## src/hw/mem_pkg.sv

```systemverilog
`default_nettype none

package mem_pkg;

    typedef logic [31:0] addr_t; // Byte address.
    typedef logic [31:0] data_t; // One data word.
    typedef logic [3:0]  mask_t; // One bit per byte lane.
    typedef logic [3:0]  lat_t;  // Latency count, up to 15 cycles.

    // A single memory command. The fetch side always sends reads.
    typedef struct packed {
        logic  write; // Set for a write, clear for a read.
        addr_t addr;
        data_t wdata;
        mask_t wmask; // Lane i covers data bits 8i+7 down to 8i.
    } mem_req_t;

    typedef enum logic {
        ARB_IDLE = 1'b0, // No access in flight in the SRAM.
        ARB_BUSY = 1'b1  // Waiting for the SRAM done pulse.
    } arb_state_t;

endpackage

`default_nettype wire

```

## src/hw/sram_model.sv

```systemverilog
`timescale 1ns/1ps
`default_nettype none

module sram_model #(
    parameter int unsigned ADDR_BITS = 7,
    parameter int unsigned MAX_LAT   = 10,
    parameter logic [15:0] LFSR_SEED = 16'hACE1
) (
    input  logic              clk,
    input  logic              rst,
    input  logic              start,
    input  mem_pkg::mem_req_t req,
    output logic              done,
    output mem_pkg::data_t    rdata
);

    localparam int unsigned DEPTH = 2 ** ADDR_BITS;
    localparam logic [15:0] LFSR_TAPS = 16'hB400; // x^16 + x^14 + x^13 + x^11 + 1.
    localparam logic [15:0] LAT_RANGE = 16'(MAX_LAT);

    mem_pkg::data_t    mem [DEPTH];
    mem_pkg::mem_req_t req_q;
    mem_pkg::lat_t     count;
    logic [15:0]       lfsr;
    logic [15:0]       lfsr_next;
    logic [15:0]       lat_wide;
    mem_pkg::lat_t     lat_load;
    logic [ADDR_BITS-1:0] word_idx;
    logic              fire;

    if (MAX_LAT < 1 || MAX_LAT > 15) begin : g_lat_check
        $fatal(1, "sram_model: MAX_LAT must lie between 1 and 15");
    end

    if (LFSR_SEED == 16'h0000) begin : g_seed_check
        $fatal(1, "sram_model: LFSR_SEED must be nonzero");
    end

    // Galois form, shifting right. The feedback bit is the one shifted out.
    always_comb begin
        lfsr_next = {1'b0, lfsr[15:1]};
        if (lfsr[0]) begin
            lfsr_next = lfsr_next ^ LFSR_TAPS;
        end
    end

    // Map the fresh LFSR value into the range 1 to MAX_LAT.
    always_comb begin
        lat_wide = (lfsr_next % LAT_RANGE) + 16'd1;
        lat_load = mem_pkg::lat_t'(lat_wide);
    end

    assign word_idx = req_q.addr[ADDR_BITS+1:2]; // Upper address bits alias.
    assign fire     = (count == mem_pkg::lat_t'(1)); // Last cycle before done.

    always_ff @(posedge clk) begin
        if (rst) begin
            lfsr <= LFSR_SEED;
        end else if (start) begin
            lfsr <= lfsr_next; // One step per access.
        end
    end

    always_ff @(posedge clk) begin
        if (rst) begin
            count <= '0;
        end else if (start) begin
            count <= lat_load;
        end else if (count != '0) begin
            count <= count - mem_pkg::lat_t'(1);
        end
    end

    always_ff @(posedge clk) begin
        if (start) begin
            req_q <= req; // Held for the whole access.
        end
    end

    always_ff @(posedge clk) begin
        if (rst) begin
            done <= 1'b0;
        end else begin
            done <= fire;
        end
    end

    // The array access lands on the same edge that raises done.
    always_ff @(posedge clk) begin
        if (fire && req_q.write) begin
            for (int lane = 0; lane < 4; lane++) begin
                if (req_q.wmask[lane]) begin
                    mem[word_idx][8*lane +: 8] <= req_q.wdata[8*lane +: 8];
                end
            end
        end
    end

    always_ff @(posedge clk) begin
        if (fire && !req_q.write) begin
            rdata <= mem[word_idx];
        end
    end

endmodule

`default_nettype wire

```

## src/hw/mem_arbiter.sv

```systemverilog
`timescale 1ns/1ps
`default_nettype none

module mem_arbiter (
    input  logic              clk,
    input  logic              rst,
    input  logic              fetch_req,
    input  mem_pkg::addr_t    fetch_addr,
    output logic              fetch_done,
    output mem_pkg::data_t    fetch_data,
    input  logic              data_req,
    input  mem_pkg::mem_req_t data_cmd,
    output logic              data_done,
    output mem_pkg::data_t    data_rdata,
    output logic              start,
    output mem_pkg::mem_req_t req,
    input  logic              done,
    input  mem_pkg::data_t    rdata
);

    mem_pkg::arb_state_t state;
    logic                fetch_pend;
    logic                data_pend;
    mem_pkg::addr_t      fetch_addr_q;
    mem_pkg::mem_req_t   data_cmd_q;
    mem_pkg::mem_req_t   fetch_cmd;
    logic                grant_data;
    logic                last_data;   // Set when the data port was served last.
    logic                owner_data;  // Owner of the access in flight.
    logic                owner_write;
    logic                busy_done;
    mem_pkg::data_t      fetch_hold;
    mem_pkg::data_t      data_hold;

    // The fetch port only reads.
    always_comb begin
        fetch_cmd       = '0;
        fetch_cmd.write = 1'b0;
        fetch_cmd.addr  = fetch_addr_q;
    end

    // Round robin between the two pending requests.
    assign grant_data = data_pend && (!fetch_pend || !last_data);

    assign start = (state == mem_pkg::ARB_IDLE) && (fetch_pend || data_pend);
    assign req   = grant_data ? data_cmd_q : fetch_cmd;

    assign busy_done  = (state == mem_pkg::ARB_BUSY) && done;
    assign fetch_done = busy_done && !owner_data;
    assign data_done  = busy_done && owner_data;

    // Read data goes straight through in the done cycle, then holds.
    assign fetch_data = fetch_done ? rdata : fetch_hold;
    assign data_rdata = (data_done && !owner_write) ? rdata : data_hold;

    always_ff @(posedge clk) begin
        if (rst) begin
            fetch_pend <= 1'b0;
        end else if (fetch_req) begin
            fetch_pend <= 1'b1;
        end else if (fetch_done) begin
            fetch_pend <= 1'b0;
        end
    end

    always_ff @(posedge clk) begin
        if (rst) begin
            data_pend <= 1'b0;
        end else if (data_req) begin
            data_pend <= 1'b1;
        end else if (data_done) begin
            data_pend <= 1'b0;
        end
    end

    always_ff @(posedge clk) begin
        if (fetch_req) begin
            fetch_addr_q <= fetch_addr;
        end
        if (data_req) begin
            data_cmd_q <= data_cmd;
        end
    end

    always_ff @(posedge clk) begin
        if (rst) begin
            state       <= mem_pkg::ARB_IDLE;
            last_data   <= 1'b0;
            owner_data  <= 1'b0;
            owner_write <= 1'b0;
        end else begin
            unique case (state)
                mem_pkg::ARB_IDLE: begin
                    if (start) begin
                        state       <= mem_pkg::ARB_BUSY;
                        owner_data  <= grant_data;
                        owner_write <= req.write;
                        last_data   <= grant_data;
                    end
                end
                mem_pkg::ARB_BUSY: begin
                    if (done) begin
                        state <= mem_pkg::ARB_IDLE; // Next grant can go out right away.
                    end
                end
                default: begin
                    state <= mem_pkg::ARB_IDLE;
                end
            endcase
        end
    end

    always_ff @(posedge clk) begin
        if (fetch_done) begin
            fetch_hold <= rdata;
        end
        if (data_done && !owner_write) begin
            data_hold <= rdata; // A write leaves the last read word in place.
        end
    end

endmodule

`default_nettype wire

```

## src/hw/mem_top.sv

```systemverilog
`timescale 1ns/1ps
`default_nettype none

module mem_top #(
    parameter int unsigned ADDR_BITS = 7,
    parameter int unsigned MAX_LAT   = 10,
    parameter logic [15:0] LFSR_SEED = 16'hACE1
) (
    input  logic              clk,
    input  logic              rst,
    input  logic              fetch_req,
    input  mem_pkg::addr_t    fetch_addr,
    output logic              fetch_done,
    output mem_pkg::data_t    fetch_data,
    input  logic              data_req,
    input  mem_pkg::mem_req_t data_cmd,
    output logic              data_done,
    output mem_pkg::data_t    data_rdata
);

    logic              sram_start;
    mem_pkg::mem_req_t sram_req;
    logic              sram_done;
    mem_pkg::data_t    sram_rdata;

    mem_arbiter u_arb (
        .clk        (clk),
        .rst        (rst),
        .fetch_req  (fetch_req),
        .fetch_addr (fetch_addr),
        .fetch_done (fetch_done),
        .fetch_data (fetch_data),
        .data_req   (data_req),
        .data_cmd   (data_cmd),
        .data_done  (data_done),
        .data_rdata (data_rdata),
        .start      (sram_start),
        .req        (sram_req),
        .done       (sram_done),
        .rdata      (sram_rdata)
    );

    // A single shared SRAM serves both ports.
    sram_model #(
        .ADDR_BITS (ADDR_BITS),
        .MAX_LAT   (MAX_LAT),
        .LFSR_SEED (LFSR_SEED)
    ) u_sram (
        .clk   (clk),
        .rst   (rst),
        .start (sram_start),
        .req   (sram_req),
        .done  (sram_done),
        .rdata (sram_rdata)
    );

endmodule

`default_nettype wire

```

## config.mk

```make
export PLATFORM = sky130hd
export DESIGN_NAME = mem_top
export DESIGN_NICKNAME = d
export VERILOG_FILES = /design/src/hw/mem_pkg.sv /design/src/hw/sram_model.sv /design/src/hw/mem_arbiter.sv /design/src/hw/mem_top.sv
export SDC_FILE = /design/constraint.sdc
export NUM_CORES = 2
export LEC_CHECK = 0
export ABC_AREA = 1
export ABC_CLOCK_PERIOD_IN_PS = 6700
export BUFFER_PORTS_ARGS = -buffer_cell sky130_fd_sc_hd__buf_2
export CORE_MARGIN = 3
export CORE_UTILIZATION = 30
export DETAILED_ROUTE_END_ITERATION = 6
export REMOVE_ABC_BUFFERS = 1
export SLEW_MARGIN = 25
export SYNTH_ARGS = -nofsm -noshare
export SYNTH_HDL_FRONTEND = slang
export SYNTH_SLANG_ARGS = --single-unit
```

## constraint.sdc

```tcl
create_clock -name clk -period 6.7 [get_ports clk]
set_input_delay 2.01 -clock clk [delete_from_list [all_inputs] [get_ports clk]]
set_output_delay 2.01 -clock clk [all_outputs]
set_load 0.02 [all_outputs]
```

* Word level (Yosys, flattened, before mapping)
Memory sizes are Yosys's and may differ from the RTL's. A register that Yosys moved wholly into a read port is not among the register bits.
Index checks and enable logic that the tools add are counted.
** Word-level totals
- Register bits after elaboration :: 237
- Output and inout port bits :: 66
- RAM bits :: 4096
- Logic and storage cells :: 70
- Memories kept :: 1
- Bits of input ports :: 105
** Memory list
- u_sram.mem :: depth 128, bits a word 32, read ports 1, clocked after Yosys merged registers in 1, write ports 1, line sram_model.sv:21 : mem_pkg::data_t mem [DEPTH];
** Cells by class
- Div/mod/pow operators :: 1
- Add/subtract/negate cells :: 2
- Reductions and logical operators :: 19
- Multiplexer cells :: 25
- Equal/unequal tests :: 1
- Bitwise operators :: 2
** Operators by type and width (number)
- $mux 69 :: 1
- $mux 32 :: 2
- $mux 1 :: 18
- $mod 16x4->16 const B :: 1
- $mux 16 :: 1
- $logic_and 1x1->1 :: 8
- $mux 4 :: 2
- $reduce_bool 2->1 :: 3
- $add 4x1->4 const B :: 1
- $eq 4x1->1 const B :: 1
- $logic_not 1->1 :: 4
- $not 3->4 :: 1
- $reduce_bool 4->1 :: 1
- $sub 4x1->4 const B :: 1
- $logic_or 1x1->1 :: 2
- $pmux 1 s2 :: 1
- $reduce_and 2->1 :: 1
- $not 1->1 :: 1

* Longest topological paths before layout
- Word-level depth :: 5
- Depth in mapped cells :: 65
- Mapped depth without buffers :: 64

* By module
Synthesis repeated with hierarchy kept, for this count alone.
** Unflattened totals
- Cell total of the unflattened synthesis :: 10047
- Area total of the unflattened synthesis :: 161456.1 um^2
** By module, submodules not included
- sram_model :: sequential area each 125700.6 um^2, cells each 9491, instances 1, area each 155213.9 um^2
- mem_arbiter :: sequential area each 4414.2 um^2, cells each 556, instances 1, area each 6242.2 um^2

* Least setup slack after synthesis
Ideal clock, no wire load.
- Kind :: reg2reg
- From :: reg u_sram.lfsr[0]
- To :: reg u_sram.count[2]
- Setup time :: 109 ps
- Data arrival time :: 4618 ps
- Clock period less this slack :: 4727 ps
- Cell stages (with the launch flop) :: 55
- Buffers on the path :: 1
- Data required time :: 6591 ps
- Setup slack :: 1973 ps
- Path through :: dfxtp_1 buf_6 inv_4 o21ai_2 nand2_2 nand2_4 nand2_1 nand2_2 nand3_2 nand2_4 nand2_4 o21a_1 and2_4 a21oi_4 nand2_2 nand2_1 nand3_1 nand2_4 [... 19 more ...] nand2_2 inv_2 nand2_4 nand2_2 nand2_1 nand2_2 inv_2 nand2_2 nand3_1 nand2_2 nor2_4 o21bai_1 and2_1 ha_1 a21oi_1 o21ai_1 nand2_1 inv_1
** On the way
- Longest elaborated chain between the ends :: 4
** RTL lines
- from (decl) :: line sram_model.sv:24 : logic [15:0] lfsr;
- from (signal assigned) :: line sram_model.sv:60 : lfsr <= lfsr_next;
- $mux 16 :: line sram_model.sv:42 : if (lfsr[0]) begin
- $mod 16x4->16 :: line sram_model.sv:49 : lat_wide = (lfsr_next % LAT_RANGE) + 16'd1;
- $add 4x1->4 :: line sram_model.sv:49
- $mux 4 :: line sram_model.sv:67 : end else if (start) begin
- to (signal assigned) :: line sram_model.sv:68 : count <= lat_load;
- to (signal assigned) :: line sram_model.sv:70 : count <= count - mem_pkg::lat_t'(1);
- to (decl) :: line sram_model.sv:23 : mem_pkg::lat_t count;
Every way passes these cells.
A chain may end at the register's enable or synchronous reset.

* Final worst setup path
Same ends and word-level chain as after synthesis.

==> flow_summary.toml <==
[cts]
cts-htree-levels = 5
cts_resized = 0
cts_buffers = 413
cts.reportedPaths.clkPinSlew_ns = 0.06
cts_setup_buffers = 0
cts_tree = "done"
clockBufferDepth = 4
cts_sinks = 4313
ctsHoldBuffers = 0
cts_root_buf = "clkbuf_16"
clk_latency_ns = 1.06

[synthesis]
ys.warnings.count = 0
synthCells = 9997
synth_top_area_cell = "edfxtp_1"
seq_area_frac_synth_pct = 80.6
netlist_area_mm2 = 0.160
synth_edf_count = 4223
synth.top_cell.area_share_pct = 79.5
netlist_top_cells_area = "edfxtp_1 (79%), nand2_1 (4.1%), a221oi_1 (3.1%)"
synth_cell_types = 53
synth.avg_cell_area_um2 = 16.0
ys_ff_latch = 4313
yosys-top-cells-count = "edfxtp_1 (4,223), nand2_1 (1,750), a22oi_1 (591)"
async_flop_share_pct = 0
yosys_most_used_dff = "edfxtp_1"
yosysMostFrequentCell = "edfxtp_1"

[drt]
routed_wl_mm = 476
dr.pass1.iters = 6
wl_per_cell_um = 27.2
viasPerCell = 5.36
drtIter0Drc = 13012
vias = 93796
antenna_left = 0
drc = 0

[worst_setup_path]
cp_max_fo = 8
crit_arrival_ns = 6.44
required_ns = 7.58
reg2reg_from = "u_sram.lfsr[0]$_SDFFE_PP1P_"
r2r_cells = 55
worstSetupEndpointType = "flip-flop"
path_class = "flip-flop to flip-flop"
cpMostUsedCell = "nand2_1"
start_kind = "flip-flop"
cp_slowest_stage_delay_ns = 0.56
critPathSlowestCell = "dfxtp_1"
r2r_slack_ns = 1.14
rr_endpoint = "u_sram.count[2]$_SDFFE_PP0P_"

[global_route]
track_usage_pct = 16.9
grt_start_max_net_pins = 129
antenna_found_initial = 30
grt_pass1_vias = 87919
grt-ovfl-total = 0
grt_pass1_wl_mm = 670

[sta]
tightest_slew_ns = 1.23
rsz0062_at_grt = "false"
final_hold_viol_count = 0
timing.hold.ws_ns = 0.464
fmax_ghz = 0.180
finalSetupViolations = 0
fin_skew_ns = 0.111
slew-limit-headroom_pct = 17.4
period_share_pct = 82.9
finalCriticalPeriod_ns = 5.56
drv_slew = 0
setup_tns_ns = 0

[floorplanning]
die_area_mm2 = 0.541
chipWidth_um = 735
die_h_um = 735
coreArea_mm2 = 0.529
start_util_pct = 30.1
io_pins = 171
rows = 267

[worst_hold_path]
min_to = "u_arb.data_hold[20]$_DFF_P_"
hold_path.class = "flip-flop to flip-flop"
worstHoldStart = "u_arb.data_hold[20]$_DFF_P_"
whs_path_depth = 2

[job]
cap_violations = 0

[placement]
dp_cells = 16738
placed_cell_area_mm2 = 0.169
portBuffers = 120
dp_hpwl_mm = 292
gp_congestion = 0.871

[layout]
fin_cells = 17503
fillCellCount = 50196
layout-drive-gt1-share_pct = 10.1
design_area_mm2 = 0.182
final_net_count = 10270
final_util_pct = 34.4
areaGrowthSynthToFinish_pct = 14.2

[power]
p_leak_nw = 56.5
power_density_mw_per_mm2 = 343
irDropWorstVdd_v = 0.000496

[run_status]
status = "finished, final reports clean"
registers in the layout, summed over array words and instances (netlist names):
register	cells
u_arb.data_pend	1
u_arb.last_data	1
u_arb.fetch_addr_q	7
u_arb.data_cmd_q	44
u_arb.state	1
u_arb.fetch_hold	32
u_arb.fetch_pend	1
u_arb.owner_write	1
u_sram.lfsr	16
u_sram.done	1
u_arb.data_hold	32
u_sram.rdata	32
u_sram.req_q	44
u_sram.count	4
u_sram.mem	4096
worst max-delay path by stage:
stage                                   end  cells after the start                         from
2_1_floorplan    u_sram.rdata[10]$_DFFE_PP_                     11   u_sram.req_q[39]$_DFFE_PP_
3_3_place_gp   u_sram.count[2]$_SDFFE_PP0P_                     55  u_sram.lfsr[0]$_SDFFE_PP1P_
3_5_place_dp   u_sram.count[2]$_SDFFE_PP0P_                     55  u_sram.lfsr[0]$_SDFFE_PP1P_
4_1_cts        u_sram.count[2]$_SDFFE_PP0P_                     55  u_sram.lfsr[0]$_SDFFE_PP1P_
5_1_grt        u_sram.count[2]$_SDFFE_PP0P_                     57  u_sram.lfsr[0]$_SDFFE_PP1P_
6_report       u_sram.count[2]$_SDFFE_PP0P_                     55  u_sram.lfsr[0]$_SDFFE_PP1P_
metrics by stage:
stage	worst slack [ns]	power [mW]
5_1_grt	0.562	64.6
6_report	1.14	62.5
3_3_place_gp	1.12	40.3
3_5_place_dp	1.21	40.3
4_1_cts	1.18	62.7
2_1_floorplan	-26.76	38.5
cells by family (layout without fill, tap and decap cells):
| kind of cell | after synthesis | after routing | synth area share, % |
|---|---|---|---|
| buf+inv | 797 | 1294 | 1.89 |
| flops | 4313 | 4313 | 80.6 |
| compound gates | 1877 | 1877 | 9.35 |
| fa+ha+maj | 4 | 4 | 0.0314 |
| xor+xnor | 5 | 5 | 0.0274 |
| other cells | 0 | 15 | 0 |
| simple gates | 3001 | 3001 | 8.08 |
cells in the final DEF (no fill, tap or decap), types with 5 or more instances in the layout:
cell type	synthesis	layout
clkinv_1	7	99
inv_6	0	12
a211oi_1	5	5
nor2_2	1	31
o2111ai_1	5	5
a22oi_1	591	591
clkinv_2	0	71
o221ai_1	8	7
edfxtp_1	4223	4223
dfxtp_1	90	90
o22ai_1	7	7
diode_2	0	15
nand2_4	10	14
clkinv_8	0	5
clkbuf_1	461	92
nor2_1	586	544
buf_12	0	42
a221oi_1	567	567
clkinv_16	0	10
a41oi_1	9	9
buf_2	1	123
buf_4	0	192
a31oi_1	18	18
o21ai_0	116	116
nor4_1	6	6
inv_2	10	17
a22o_1	444	444
bufinv_16	0	25
nor2_4	1	13
nand3_1	108	108
o211ai_1	13	13
inv_1	166	161
nand4_1	487	487
nand3_2	7	7
nand2_1	1750	1744
clkbuf_16	0	418
nor3_2	0	8
clkinvlp_4	0	9
a21oi_1	68	67
nand2_2	29	31
where the power goes:
part	leakage, nW	switching, mW	total, mW	internal [mW]
clock network	6.30	10.2	22.7	12.5
registers	39.0	0.126	30.5	30.3
logic	11.2	6.64	9.35	2.71
total	56.5	17.0	62.5	45.5
critical path: cells and delay by family (launching register included):
family,cells,cell delay [ns]
compound gates,3,0.31
simple gates,46,4.09
flops,1,0.56
fa+ha+maj,1,0.18
buf+inv,5,0.29
routing by layer:
| layer | vias to the layer above | part of all wire, % | global-route usage [%] |
|---|---|---|---|
| met5 | - | 0.11 | 0.223 |
| li1 | 39668 | - | - |
| met2 | 5291 | 44 | 25.1 |
| met3 | 775 | 11 | 4.09 |
| met4 | 10 | 4.1 | 6.48 |
| met1 | 48052 | 41 | 23.8 |
area by class of cell:
cell class | count | area [um2] | area share, %
sequential | 4313 | 129000 | 70.6
multi-input combinational | 4887 | 28200 | 15.5
clock buffer | 513 | 10800 | 5.95
tap | 6994 | 8750 | 4.80
timing repair buffer | 361 | 2980 | 1.63
clock inverter | 235 | 2100 | 1.15
inverter | 185 | 713 | 0.391
antenna | 15 | 37.5 | 0.0206
No activity file was read; power rests on OpenSTA's default activity.
